--- config.mk ---
export PLATFORM = sky130hd
export DESIGN_NAME = axilite_noc_bridge
export DESIGN_NICKNAME = d
export VERILOG_FILES = /design/src/bridge_pkg.sv /design/src/bridge_req_if.sv /design/src/axi_req_capture.sv /design/src/axilite_noc_bridge.sv /design/src/flit_sequencer.sv /design/src/sync_fifo.sv
export VERILOG_INCLUDE_DIRS = /design/src /design/src/include
export SDC_FILE = /design/constraint.sdc
export NUM_CORES = 2
export LEC_CHECK = 0
export ABC_AREA = 1
export BUFFER_PORTS_ARGS = -buffer_cell sky130_fd_sc_hd__buf_4
export CAP_MARGIN = 40
export CORE_ASPECT_RATIO = 0.5
export CORE_MARGIN = 3
export CORE_UTILIZATION = 55
export DETAILED_ROUTE_END_ITERATION = 7
export PLACE_DENSITY_LB_ADDON = 0.08
export SETUP_SLACK_MARGIN = 0.3
export SYNTH_ARGS = -nofsm -noshare
export SYNTH_HDL_FRONTEND = slang
export SYNTH_SLANG_ARGS = --single-unit
--- constraint.sdc ---
create_clock -name clk -period 10 [get_ports clk]
set_clock_uncertainty 0.2 [all_clocks]
set_input_delay 0 -clock clk [delete_from_list [all_inputs] [get_ports clk]]
set_output_delay 0 -clock clk [all_outputs]
set_load 0.05 [all_outputs]
--- src/include/bridge_config.svh ---
`ifndef BRIDGE_CONFIG_SVH
`define BRIDGE_CONFIG_SVH

// axi side widths
`define BRIDGE_ADDR_W        40     // also the physical address width
`define BRIDGE_DATA_W        64
`define BRIDGE_STRB_W        8
`define BRIDGE_FIFO_DEPTH    16

// routing field widths
`define BRIDGE_CHIPID_W      14
`define BRIDGE_X_W           8
`define BRIDGE_Y_W           8
`define BRIDGE_FBITS_W       4

// packet shape
`define BRIDGE_HDR_FLITS     3
`define BRIDGE_LEN_LOAD      8'd2   // flits after the first header
`define BRIDGE_LEN_STORE     8'd3
`define BRIDGE_WORD_SEL_BIT  3      // picks mask0 or mask1

// header flit 1, bits 13:0 stay zero
`define BRIDGE_F1_DST_CHIPID 63:50
`define BRIDGE_F1_DST_X      49:42
`define BRIDGE_F1_DST_Y      41:34
`define BRIDGE_F1_DST_FBITS  33:30
`define BRIDGE_F1_LENGTH     29:22
`define BRIDGE_F1_MSG_TYPE   21:14

// header flit 2
`define BRIDGE_F2_ADDR       63:24
`define BRIDGE_F2_DATA_SIZE  23:16
`define BRIDGE_F2_MASK0      15:8

// header flit 3
`define BRIDGE_F3_SRC_CHIPID 63:50
`define BRIDGE_F3_SRC_X      49:42
`define BRIDGE_F3_SRC_Y      41:34
`define BRIDGE_F3_SRC_FBITS  33:30
`define BRIDGE_F3_MASK1      29:22

`endif

--- src/bridge_pkg.sv ---
`default_nettype none

package bridge_pkg;

    // what sits at the head of the order fifo
    typedef enum logic [1:0] {
        NONE  = 2'd0,   // order fifo empty
        LOAD  = 2'd1,
        STORE = 2'd2
    } req_kind_e;

    // output sequencer
    typedef enum logic [1:0] {
        IDLE   = 2'd0,
        HEADER = 2'd1,  // three header flits
        DATA   = 2'd2   // one data flit, stores only
    } flit_state_e;

    // noc message opcodes carried in header flit 1
    typedef enum logic [7:0] {
        NC_LOAD_REQ  = 8'd14,
        NC_STORE_REQ = 8'd15
    } msg_type_e;

    // size code in header flit 2
    typedef enum logic [7:0] {
        SIZE_8B = 8'd4
    } data_size_e;

endpackage

`default_nettype wire

--- src/bridge_req_if.sv ---
`timescale 1ns/1ps
`default_nettype none

`include "bridge_config.svh"

// head request handed from the capture stage to the flit sequencer
interface bridge_req_if;

    bridge_pkg::req_kind_e      kind;       // head of the order fifo
    logic                       ready_req;  // all fifos for that kind hold an entry
    logic [`BRIDGE_ADDR_W-1:0]  addr;
    logic [`BRIDGE_DATA_W-1:0]  wdata;      // byte reversed
    logic [`BRIDGE_STRB_W-1:0]  strb;       // bit reversed
    logic                       done;       // last flit handshake, pops the head

    modport capture (
        output kind, ready_req, addr, wdata, strb,
        input  done
    );

    modport sequencer (
        input  kind, ready_req, addr, wdata, strb,
        output done
    );

endinterface

`default_nettype wire

--- src/axi_req_capture.sv ---
`timescale 1ns/1ps
`default_nettype none

`include "bridge_config.svh"

module axi_req_capture (
    input  logic                       clk,
    input  logic                       rst_n,
    input  logic [`BRIDGE_ADDR_W-1:0]  awaddr,
    input  logic                       awvalid,
    output logic                       awready,
    input  logic [`BRIDGE_DATA_W-1:0]  wdata,
    input  logic [`BRIDGE_STRB_W-1:0]  wstrb,
    input  logic                       wvalid,
    output logic                       wready,
    input  logic [`BRIDGE_ADDR_W-1:0]  araddr,
    input  logic                       arvalid,
    output logic                       arready,
    bridge_req_if.capture              req
);

    logic aw_fire;
    logic w_fire;
    logic ar_fire;
    logic read_parked;          // read accepted together with a write, kind not yet queued

    bridge_pkg::req_kind_e ord_wr_kind;
    logic                  ord_wr;
    logic [1:0]            ord_head;
    logic                  ord_full;
    logic                  ord_empty;

    logic [`BRIDGE_ADDR_W-1:0] aw_head;
    logic                      aw_full;
    logic                      aw_empty;
    logic [`BRIDGE_DATA_W-1:0] w_head;
    logic                      w_full;
    logic                      w_empty;
    logic [`BRIDGE_STRB_W-1:0] strb_head;
    logic                      strb_full;
    logic                      strb_empty;
    logic [`BRIDGE_ADDR_W-1:0] ar_head;
    logic                      ar_full;
    logic                      ar_empty;

    logic pop_store;
    logic pop_load;

    assign awready = !aw_full && !ord_full && !read_parked;
    assign wready  = !w_full && !strb_full && !ord_full;
    assign arready = !ar_full && !ord_full && !read_parked;

    assign aw_fire = awvalid && awready;
    assign w_fire  = wvalid && wready;
    assign ar_fire = arvalid && arready;

    // a simultaneous pair queues STORE now and LOAD one cycle later
    always_ff @(posedge clk or negedge rst_n) begin
        if (!rst_n) begin
            read_parked <= 1'b0;
        end else if (aw_fire && ar_fire) begin
            read_parked <= 1'b1;
        end else if (read_parked && !ord_full) begin
            read_parked <= 1'b0;
        end
    end

    assign ord_wr      = aw_fire || ar_fire || (read_parked && !ord_full);
    assign ord_wr_kind = aw_fire ? bridge_pkg::STORE : bridge_pkg::LOAD;

    sync_fifo #(.WIDTH(2), .DEPTH(`BRIDGE_FIFO_DEPTH)) order_fifo (
        .clk(clk), .rst_n(rst_n),
        .wr_en(ord_wr), .wr_data(ord_wr_kind), .full(ord_full),
        .rd_en(req.done), .rd_data(ord_head), .empty(ord_empty)
    );

    sync_fifo #(.WIDTH(`BRIDGE_ADDR_W), .DEPTH(`BRIDGE_FIFO_DEPTH)) aw_fifo (
        .clk(clk), .rst_n(rst_n),
        .wr_en(aw_fire), .wr_data(awaddr), .full(aw_full),
        .rd_en(pop_store), .rd_data(aw_head), .empty(aw_empty)
    );

    sync_fifo #(.WIDTH(`BRIDGE_DATA_W), .DEPTH(`BRIDGE_FIFO_DEPTH)) w_fifo (
        .clk(clk), .rst_n(rst_n),
        .wr_en(w_fire), .wr_data(wdata), .full(w_full),
        .rd_en(pop_store), .rd_data(w_head), .empty(w_empty)
    );

    sync_fifo #(.WIDTH(`BRIDGE_STRB_W), .DEPTH(`BRIDGE_FIFO_DEPTH)) strb_fifo (
        .clk(clk), .rst_n(rst_n),
        .wr_en(w_fire), .wr_data(wstrb), .full(strb_full),
        .rd_en(pop_store), .rd_data(strb_head), .empty(strb_empty)
    );

    sync_fifo #(.WIDTH(`BRIDGE_ADDR_W), .DEPTH(`BRIDGE_FIFO_DEPTH)) ar_fifo (
        .clk(clk), .rst_n(rst_n),
        .wr_en(ar_fire), .wr_data(araddr), .full(ar_full),
        .rd_en(pop_load), .rd_data(ar_head), .empty(ar_empty)
    );

    assign pop_store = req.done && (req.kind == bridge_pkg::STORE);
    assign pop_load  = req.done && (req.kind == bridge_pkg::LOAD);

    always_comb begin
        req.kind = ord_empty ? bridge_pkg::NONE : bridge_pkg::req_kind_e'(ord_head);
        case (req.kind)
            bridge_pkg::STORE: begin
                req.ready_req = !aw_empty && !w_empty && !strb_empty;
                req.addr      = aw_head;
            end
            bridge_pkg::LOAD: begin
                req.ready_req = !ar_empty;
                req.addr      = ar_head;
            end
            default: begin
                req.ready_req = 1'b0;
                req.addr      = '0;
            end
        endcase
    end

    // noc expects big-endian byte order
    assign req.wdata = {<<8{w_head}};
    assign req.strb  = {<<1{strb_head}};

    // the sequencer may only finish a packet for a complete head request
    a_done_needs_req: assert property (@(posedge clk) disable iff (!rst_n)
        req.done |-> req.ready_req)
        else $error("axi_req_capture: done without a complete head request");

endmodule

`default_nettype wire

--- src/axilite_noc_bridge.sv ---
`timescale 1ns/1ps
`default_nettype none

`include "bridge_config.svh"

module axilite_noc_bridge (
    input  logic                        clk,
    input  logic                        rst_n,
    // aw channel
    input  logic [`BRIDGE_ADDR_W-1:0]   awaddr,
    input  logic                        awvalid,
    output logic                        awready,
    // w channel
    input  logic [`BRIDGE_DATA_W-1:0]   wdata,
    input  logic [`BRIDGE_STRB_W-1:0]   wstrb,
    input  logic                        wvalid,
    output logic                        wready,
    // ar channel
    input  logic [`BRIDGE_ADDR_W-1:0]   araddr,
    input  logic                        arvalid,
    output logic                        arready,
    // noc request output
    output logic                        noc_valid,
    output logic [`BRIDGE_DATA_W-1:0]   noc_data,
    input  logic                        noc_ready,
    // static routing
    input  logic [`BRIDGE_CHIPID_W-1:0] src_chipid,
    input  logic [`BRIDGE_X_W-1:0]      src_x,
    input  logic [`BRIDGE_Y_W-1:0]      src_y,
    input  logic [`BRIDGE_FBITS_W-1:0]  src_fbits,
    input  logic [`BRIDGE_CHIPID_W-1:0] dst_chipid,
    input  logic [`BRIDGE_X_W-1:0]      dst_x,
    input  logic [`BRIDGE_Y_W-1:0]      dst_y,
    input  logic [`BRIDGE_FBITS_W-1:0]  dst_fbits
);

    bridge_req_if req_if ();    // capture to sequencer

    axi_req_capture capture0 (
        .clk(clk), .rst_n(rst_n),
        .awaddr(awaddr), .awvalid(awvalid), .awready(awready),
        .wdata(wdata), .wstrb(wstrb), .wvalid(wvalid), .wready(wready),
        .araddr(araddr), .arvalid(arvalid), .arready(arready),
        .req(req_if.capture)
    );

    flit_sequencer seq0 (
        .clk(clk), .rst_n(rst_n),
        .req(req_if.sequencer),
        .src_chipid(src_chipid), .src_x(src_x), .src_y(src_y), .src_fbits(src_fbits),
        .dst_chipid(dst_chipid), .dst_x(dst_x), .dst_y(dst_y), .dst_fbits(dst_fbits),
        .noc_valid(noc_valid), .noc_data(noc_data), .noc_ready(noc_ready)
    );

endmodule

`default_nettype wire

--- src/flit_sequencer.sv ---
`timescale 1ns/1ps
`default_nettype none

`include "bridge_config.svh"

module flit_sequencer (
    input  logic                        clk,
    input  logic                        rst_n,
    bridge_req_if.sequencer             req,
    input  logic [`BRIDGE_CHIPID_W-1:0] src_chipid,
    input  logic [`BRIDGE_X_W-1:0]      src_x,
    input  logic [`BRIDGE_Y_W-1:0]      src_y,
    input  logic [`BRIDGE_FBITS_W-1:0]  src_fbits,
    input  logic [`BRIDGE_CHIPID_W-1:0] dst_chipid,
    input  logic [`BRIDGE_X_W-1:0]      dst_x,
    input  logic [`BRIDGE_Y_W-1:0]      dst_y,
    input  logic [`BRIDGE_FBITS_W-1:0]  dst_fbits,
    output logic                        noc_valid,
    output logic [`BRIDGE_DATA_W-1:0]   noc_data,
    input  logic                        noc_ready
);

    bridge_pkg::flit_state_e state;
    logic [1:0]              cnt;           // header flit index
    logic                    is_store;
    logic                    word_sel;
    logic                    flit_fire;
    logic                    last_hdr;
    logic [`BRIDGE_DATA_W-1:0] flit;

    assign is_store  = (req.kind == bridge_pkg::STORE);
    assign word_sel  = req.addr[`BRIDGE_WORD_SEL_BIT];
    assign noc_valid = (state != bridge_pkg::IDLE);
    assign flit_fire = noc_valid && noc_ready;
    assign last_hdr  = (cnt == 2'(`BRIDGE_HDR_FLITS - 1));

    always_ff @(posedge clk or negedge rst_n) begin
        if (!rst_n) begin
            state <= bridge_pkg::IDLE;
            cnt   <= '0;
        end else begin
            case (state)
                bridge_pkg::IDLE: begin
                    if (req.ready_req) begin
                        state <= bridge_pkg::HEADER;
                        cnt   <= '0;
                    end
                end
                bridge_pkg::HEADER: begin
                    if (flit_fire && last_hdr) begin
                        state <= is_store ? bridge_pkg::DATA : bridge_pkg::IDLE;
                        cnt   <= '0;
                    end else if (flit_fire) begin
                        cnt <= cnt + 1'b1;
                    end
                end
                bridge_pkg::DATA: begin
                    if (flit_fire) state <= bridge_pkg::IDLE;
                end
                default: state <= bridge_pkg::IDLE;
            endcase
        end
    end

    // a load ends on its third header, a store on its data flit
    assign req.done = flit_fire &&
                      ((state == bridge_pkg::DATA) ||
                       (state == bridge_pkg::HEADER && last_hdr && !is_store));

    always_comb begin
        flit = '0;
        case (state)
            bridge_pkg::HEADER: begin
                case (cnt)
                    2'd0: begin
                        flit[`BRIDGE_F1_DST_CHIPID] = dst_chipid;
                        flit[`BRIDGE_F1_DST_X]      = dst_x;
                        flit[`BRIDGE_F1_DST_Y]      = dst_y;
                        flit[`BRIDGE_F1_DST_FBITS]  = dst_fbits;
                        flit[`BRIDGE_F1_LENGTH]     = is_store ? `BRIDGE_LEN_STORE
                                                               : `BRIDGE_LEN_LOAD;
                        flit[`BRIDGE_F1_MSG_TYPE]   = is_store ? bridge_pkg::NC_STORE_REQ
                                                               : bridge_pkg::NC_LOAD_REQ;
                    end
                    2'd1: begin
                        flit[`BRIDGE_F2_ADDR]      = req.addr;
                        flit[`BRIDGE_F2_DATA_SIZE] = bridge_pkg::SIZE_8B;
                        flit[`BRIDGE_F2_MASK0]     = (is_store && !word_sel) ? req.strb : '0;
                    end
                    default: begin
                        flit[`BRIDGE_F3_SRC_CHIPID] = src_chipid;
                        flit[`BRIDGE_F3_SRC_X]      = src_x;
                        flit[`BRIDGE_F3_SRC_Y]      = src_y;
                        flit[`BRIDGE_F3_SRC_FBITS]  = src_fbits;
                        flit[`BRIDGE_F3_MASK1]      = (is_store && word_sel) ? req.strb : '0;
                    end
                endcase
            end
            bridge_pkg::DATA: flit = req.wdata;
            default: flit = '0;
        endcase
    end

    assign noc_data = flit;

    // a stalled flit must not change, which needs the head request held until done
    a_hold_on_stall: assert property (@(posedge clk) disable iff (!rst_n)
        (noc_valid && !noc_ready) |=> (noc_valid && $stable(noc_data)))
        else $error("flit_sequencer: flit changed while stalled");

endmodule

`default_nettype wire

--- src/sync_fifo.sv ---
`timescale 1ns/1ps
`default_nettype none

// circular buffer, head entry always visible on rd_data
module sync_fifo #(
    parameter int WIDTH = 8,
    parameter int DEPTH = 16
) (
    input  logic             clk,
    input  logic             rst_n,
    input  logic             wr_en,
    input  logic [WIDTH-1:0] wr_data,
    output logic             full,
    input  logic             rd_en,
    output logic [WIDTH-1:0] rd_data,
    output logic             empty
);

    localparam int PTR_W = (DEPTH > 1) ? $clog2(DEPTH) : 1;
    localparam int CNT_W = $clog2(DEPTH + 1);

    logic [WIDTH-1:0] mem [DEPTH];
    logic [PTR_W-1:0] wr_ptr;
    logic [PTR_W-1:0] rd_ptr;
    logic [CNT_W-1:0] count;    // entries held

    // wrap at DEPTH, which need not be a power of two
    function automatic logic [PTR_W-1:0] next_ptr(input logic [PTR_W-1:0] ptr);
        if (ptr == PTR_W'(DEPTH - 1)) begin
            return '0;
        end
        return ptr + 1'b1;
    endfunction

    always_ff @(posedge clk or negedge rst_n) begin
        if (!rst_n) begin
            wr_ptr <= '0;
            rd_ptr <= '0;
            count  <= '0;
        end else begin
            if (wr_en) wr_ptr <= next_ptr(wr_ptr);
            if (rd_en) rd_ptr <= next_ptr(rd_ptr);
            case ({wr_en, rd_en})
                2'b10:   count <= count + 1'b1;
                2'b01:   count <= count - 1'b1;
                default: count <= count;    // none, or one in and one out
            endcase
        end
    end

    always_ff @(posedge clk) begin
        if (wr_en) mem[wr_ptr] <= wr_data;
    end

    assign rd_data = mem[rd_ptr];   // show-ahead
    assign full    = (count == CNT_W'(DEPTH));
    assign empty   = (count == '0);

    // the producer and consumer are expected to look at full and empty
    a_no_overflow: assert property (@(posedge clk) disable iff (!rst_n) full |-> !wr_en)
        else $error("sync_fifo: write while full");
    a_no_underflow: assert property (@(posedge clk) disable iff (!rst_n) empty |-> !rd_en)
        else $error("sync_fifo: read while empty");

endmodule

`default_nettype wire
# After elaboration in Yosys (flattened, before gate mapping)
# Memories as Yosys holds them, arrays and structs flattened.
# Cells that the tools add are included.
# op_classes
add_sub_neg	21
n_eq_ne	33
muxes	77
reduce_logical	53
# ops
operator	n
case mux 56 bit (2 select lines)	1
case mux 42 bit (2 select lines)	1
2-to-1 mux 4 bit	20
case mux 40 bit (2 select lines)	1
case mux 5 bit (2 select lines)	5
adder 4 x 1 -> 4 bit, second input constant	10
== test 4 bit, second input constant	10
2-to-1 mux 1 bit	32
adder 5 x 1 -> 5 bit, second input constant	5
== test 5 bit, second input constant	5
zero test 5 bit	5
subtractor 5 x 1 -> 5 bit, second input constant	5
2-to-1 mux 8 bit	3
logical AND 1 bit	22
2-to-1 mux 2 bit	9
case mux 8 bit (2 select lines)	1
== test 2 x 1 -> 1 bit, second input constant	7
== test 2 bit, second input constant	7
nonzero test 2 bit	7
zero test 1 bit	12
2-to-1 mux 6 bit	1
case mux 2 bit (3 select lines)	1
AND reduction 3 bit	2
zero test 2 bit	2
7 further kinds	10
# totals
reg_bits	70
mem_bits_rw	2464
inputBits	226
output_inout_bits	68
elab_cells	207
n_memories	5
# memory_table
memory	words	width	rd	rd_ports_with_merged_regs	wr	line	rtl
capture0.w_fifo.mem	16	64	1	0	1	sync_fifo.sv:22	logic [WIDTH-1:0] mem [DEPTH];
capture0.ar_fifo.mem	16	40	1	0	1	sync_fifo.sv:22	
capture0.aw_fifo.mem	16	40	1	0	1	sync_fifo.sv:22	
capture0.strb_fifo.mem	16	8	1	0	1	sync_fifo.sv:22	
capture0.order_fifo.mem	16	2	1	0	1	sync_fifo.sv:22	

# Longest topological paths before layout
# depth
depth_word	10
depth_mapped	26
depth_no_buf	23

# Cells and area by module
# A second synthesis with hierarchy kept.
# unflattened
hier_cells	9196
area_unflattened_um2	106295.7
# by_module_without_submodules
mod	instances	cells_per_inst	area_per_inst_um2	seq_area_each_um2
sync_fifo at capture0.w_fifo	1	3537	41858.9	31074.8
sync_fifo at capture0.ar_fifo	1	2145	26744.4	19543.7
sync_fifo at capture0.aw_fifo	1	2143	26744.4	19543.7
sync_fifo at capture0.strb_fifo	1	552	6022.0	4169.0
sync_fifo at capture0.order_fifo	1	232	2207.1	1286.2
flit_sequencer	1	414	1886.8	100.1
axi_req_capture	1	173	832.0	25.0

# Worst setup path after synthesis
# No wires, ideal clock.
# synth_path
path_kind	register to register
startpoint	register capture0.strb_fifo.count[0]
endpoint	memory capture0.w_fifo.mem[11][0] (netlist name) (enable)
setup_time_ns	0.486
arrival_time_ns	4.673
required_ns	9.314
setup_slack_ns	4.641
stages_incl_launch_ff	9
path_buffers	0
synth_period_minus_slack_ns	5.359
cell_sequence	dfrtp_1 nor2_1 nand3_1 o22ai_1 a21oi_1 nand2_2 nor2_1 inv_1 nor2_1
# synth_between
elab_chain_len	7
# synth_rtl
element	line	rtl
from (decl)	sync_fifo.sv:25	logic [CNT_W-1:0] count;
from (signal assigned)	sync_fifo.sv:44	2'b10: count <= count + 1'b1;
from (signal assigned)	sync_fifo.sv:45	2'b01: count <= count - 1'b1;
from (signal assigned)	sync_fifo.sv:46	default: count <= count;
== test 5 bit	sync_fifo.sv:56	assign full = (count == CNT_W'(DEPTH));
zero test 1 bit	axi_req_capture.sv:50	assign wready = !w_full && !strb_full && !ord_full;
logical AND 1 bit (2 in a row)	axi_req_capture.sv:50	
via wready	axilite_noc_bridge.sv:17	output logic wready,
logical AND 1 bit	axi_req_capture.sv:54	assign w_fire = wvalid && wready;
2-to-1 mux 1 bit	sync_fifo.sv:52	if (wr_en) mem[wr_ptr] <= wr_data;
2-to-1 mux 1 bit (implied by the code)	sync_fifo.sv:52	
to (decl)	sync_fifo.sv:22	
# The timed path passes the listed nets, and every way through them passes these cells.

# Final worst setup path
# layout_path
startpoint	register capture0.aw_fifo.rd_ptr[0]
endpoint	output noc_data[29]
# layout_between
elab_chain_len	6
# layout_rtl
element	line	rtl
from (decl)	sync_fifo.sv:24	logic [PTR_W-1:0] rd_ptr;
from (signal assigned)	sync_fifo.sv:42	if (rd_en) rd_ptr <= next_ptr(rd_ptr);
memory (16 x 40 bit) (*)	n/a	
case mux 40 bit (2 select lines) (*)	axi_req_capture.sv:106	case (req.kind)
logical AND 1 bit	flit_sequencer.sv:95	flit[`BRIDGE_F3_MASK1] = (is_store && word_sel) ? req.strb : '0;
2-to-1 mux 8 bit	flit_sequencer.sv:95	
case mux 42 bit (2 select lines) (*)	flit_sequencer.sv:74	case (cnt)
case mux 56 bit (2 select lines) (*)	flit_sequencer.sv:72	case (state)
to (decl)	axilite_noc_bridge.sv:24	output logic [`BRIDGE_DATA_W-1:0] noc_data,
# Mark *: on every way between the ends. The rest lies on a longest branch, timed or not.

==> reports/qor.yml <==
place:
  preCtsSetupSlack_ns: 4.78
  dpl.hpwl_mm: 155
  numPlacedInstances: 10700
  place.gp.congestion: 0.814
  io_buffer_count: 293
synthesis:
  ys_async_sr_fraction_pct: 2.76
  postSynthCellCount: 8312
  synth.cell_area_sq_um: 103000
  top_ff_cell_synth: "sky130_fd_sc_hd__edfxtp_1"
  yosys_warnings: 0
  edff_count_synth: 2464
  yosys.cell_types.count: 47
  yosys_register_bits: 2534
  synth_area_per_cell_sq_um: 12.4
  ys_seq_area_share_pct: 73.8
  syn_nets: 8588
job:
  drv.max_cap_violation_count: 0
cts:
  clockRootBuffer: "sky130_fd_sc_hd__clkbuf_16"
  clock_sink_count: 2534
  clock_tree_from_tritoncts: "built"
  clock_path_buffers: 4
  cts_max_level: 4
  insertion_delay_ns: 0.87
  cts_made_buffers: 222
  clk_pin_slew_worst_paths_ns: 0.07
  post_cts_buffers: 0
die:
  die_y_microns: 312
  top_level_ports: 294
  initial_core_util_pct: 55.7
  rows: 111
  floorplan.die_area_sq_um: 192000
  core_sq_um: 184000
  floorplan.die.width_microns: 617
sta:
  final.setup.tns_ns: 0
  slew-limit-headroom_pct: 24.7
  final_max_slew_viol_count: 0
  finalWorstPathRequiredPeriod_ns: 5.97
  hold_slack_ns: 0.0804
  timing_hold_violations_final: 0
  max_slew.worst_pin.slew_ns: 1.13
  final-setup-viol-count: 0
  max_clock_freq_mhz: 167
  final.setup.worst_slack_ns: 4.03
  rsz0062_at_grt: "false"
  final.period_utilization_pct: 59.7
route:
  dr_wl_met2_mm: 133
  first_iter_violations: 8765
  wl_met1_mm: 121
  drc_errors: 0
  drt.antenna.violating_nets: 0
  finalWirelength_mm: 290
  drt_pre_antenna_iters: 5
  avgRoutedWirePerCell_microns: 25.4
  num_vias: 68100
  topRoutingLayerUsed: "met5"
  route.met3.wl_mm: 27.6
  via_per_inst: 5.96
worst_setup_path:
  crit_path_start_kind: "flop"
  crit_chain: "inv_8 > buf_12 > nand2_1 > nand3_1 > nand2_1 > nand2_1 > nand2_1 > nor2_1 > nand2_1 > nand2_1 > nand2_2 > inv_2 > nand2_1 > nand2_1 > nand2_1 > nand2_1 > buf_4"
  worst_ep_required_time_ns: 9.80
  crit_path_max_fanout: 182
  worstPathArrival_ns: 5.77
  cell_occurring_most_often_along_the_worst_timing_path: "sky130_fd_sc_hd__nand2_1"
  cp_top_family: "simple AND/OR/NAND/NOR gates"
  worstSetupEndpointType: "output port"
  crit_buf_inv: 4
  worst-setup-path-type: "reg -> out"
  worst_path_max_delay_cell: "sky130_fd_sc_hd__dfrtp_4"
  cp_slowest_stage_delay_ns: 0.74
global_routing:
  grt_max_degree: 209
  grt_pass1_wl_mm: 424
  total_overflow_reported_by_the_global_router: 0
  first_global_vias: 63400
  grt.total_usage_pct: 29.7
  grt_antenna_before_repair: 14
power_and_ir_drop:
  p_per_area_nw_per_um2: 271
  power.total_uw: 31800
  static-leakage-power_uw: 0.0412
  irDropWorstVdd_uv: 239
worst_hold_path:
  hold_class: "in -> async"
layout:
  areaGrowthSynthToFinish_pct: 14.4
  filler_cell_count: 14000
  nets: 9040
  drive_above_1_share_pct: 9.44
  fin_cells: 11400
run_status:
  run_status: "finished, final reports clean"
## Yosys cell counts (all sizes together), types with 5 or more instances
cell,instances,area [sq um]
a22oi,34,255
clkinv,5,18.8
a31oi,16,100
o22ai,161,1010
a21boi,8,60.1
nand3,1069,5370
o31ai,31,233
xor2,21,184
nand2,1998,7520
o211ai,32,240
ha,48,601
buf,344,2090
xnor2,8,70.1
dfrtp,70,1750
o21ai,596,3000
or2,5,31.3
inv,139,534
edfxtp,2464,74000
clkbuf,174,656
nor3,54,270
nor2,743,2790
o221ai,104,911
a21oi,176,881
## per-stage QoR
step,area [sq um],util (%)
final,117000,63.7
after detailed placement,107000,58.2
after global routing,117000,63.7
after global placement,107000,57.8
after floorplan,103000,-
after CTS,117000,63.7
## worst paths after layout
path	startpoint	endpoint	slack, ns	cells past startpoint
max	capture0.aw_fifo.rd_ptr[0]	noc_data[29]	4.03	17
min	rst_n	capture0.w_fifo.count[1]	0.08	4
max reg2reg	capture0.order_fifo.rd_ptr[0]	capture0.strb_fifo.count[4]	4.68	24
min reg2reg	capture0.w_fifo.count[4]	capture0.w_fifo.count[4]	0.29	1
max in group asynchronous	rst_n	capture0.ar_fifo.rd_ptr[1]	8.76	4
min in group clk	noc_ready	seq0.state[1]	0.13	6
## cell families after synthesis
| kind of cell | share of synthesized area, % |
|---|---|
| simple gates | 15.6 |
| xor+xnor | 0.247 |
| compound gates | 6.56 |
| fa+ha+maj | 0.624 |
| flops | 73.8 |
| buf+inv | 3.21 |
## per-layer routing
layer | GRT usage [%] | up-vias
met5 | 0 | -
met4 | 8.21 | 14
met3 | 5.40 | 461
met2 | 45.7 | 3146
met1 | 43.7 | 33600
li1 | - | 30800
## what timing repair did
| action | CTS | global route |
|---|---|---|
| hold buffers | 313 | 0 |
| endpoints found under the setup margin | 0 | 0 |
| endpoints found under the hold margin | 2719 | 0 |
| gates resized for setup | 0 | 0 |
## placed cells by master, fill, tap and decap left out, drive strengths merged
cell	count
edfxtp	2464
nand2	1998
nand3	1069
nor2	743
o21ai	596
buf	434
dlygate4sd3	312
clkbuf	298
a21oi	176
o22ai	161
inv	142
o221ai	104
clkinv	81
dfrtp	70
nor3	54
ha	48
a22oi	34
o211ai	32
o31ai	31
xor2	21
bufinv	18
a31oi	16
xnor2	8
a21boi	8
or2	5
clkinvlp	4
diode	3
a22o	2
nand4	2
fa	2
nor4	1
a31o	1
a311oi	1
a211oi	1
nand3b	1
o21bai	1
## state kept, by name, indices dropped and copies added (netlist names), 5 cells and up
name and flops:
capture0.w_fifo.count 5, capture0.ar_fifo.count 5, capture0.aw_fifo.count 5, capture0.order_fifo.mem 32, capture0.strb_fifo.mem 128, capture0.order_fifo.count 5, capture0.w_fifo.mem 1024, capture0.strb_fifo.count 5
capture0.aw_fifo.mem 640, capture0.ar_fifo.mem 640
## worst reg2reg max path, cell delays in order, from the launching register on
cell,delay [ns]
sky130_fd_sc_hd__dfrtp_1,0.69
sky130_fd_sc_hd__clkinv_1,0.52
sky130_fd_sc_hd__o21ai_0,0.32
sky130_fd_sc_hd__o22ai_1,0.10
sky130_fd_sc_hd__a22o_1,0.21
sky130_fd_sc_hd__inv_1,0.05
sky130_fd_sc_hd__a21oi_1,0.07
sky130_fd_sc_hd__inv_1,0.06
sky130_fd_sc_hd__ha_1,0.13
sky130_fd_sc_hd__buf_4,0.23
sky130_fd_sc_hd__nand2_1,0.08
sky130_fd_sc_hd__buf_4,0.20
sky130_fd_sc_hd__inv_1,0.71
sky130_fd_sc_hd__ha_1,0.53
sky130_fd_sc_hd__xor2_1,0.15
sky130_fd_sc_hd__ha_1,0.20
sky130_fd_sc_hd__inv_1,0.07
sky130_fd_sc_hd__nand2_1,0.05
sky130_fd_sc_hd__nand2_1,0.08
sky130_fd_sc_hd__nand2_1,0.06
sky130_fd_sc_hd__a21oi_1,0.16
sky130_fd_sc_hd__nand2_1,0.07
sky130_fd_sc_hd__nand2_1,0.06
sky130_fd_sc_hd__nor2_1,0.05
sky130_fd_sc_hd__xor2_1,0.13
## where the power goes
| part | internal (uW) | switching [uW] | leakage, uW | total (uW) |
|---|---|---|---|---|
| Sequential | 12800 | 479 | 0.0231 | 13300 |
| Combinational | 2610 | 7340 | 0.0146 | 9950 |
| Clock | 4750 | 3830 | 0.00346 | 8580 |
## area by class of cell
cell class	instances	area, sq um	share of cell area (%)
clock buffers	298	6150	5.23
diodes	3	7.51	0.00639
well taps	2486	3110	2.65
repair buffers	746	6880	5.86
multi-input cells	5116	24000	20.5
flip-flops and latches	2534	75800	64.5
inverters	144	594	0.506
clock inverters	101	921	0.784
Note: power is estimated with default switching activity, not from simulation.
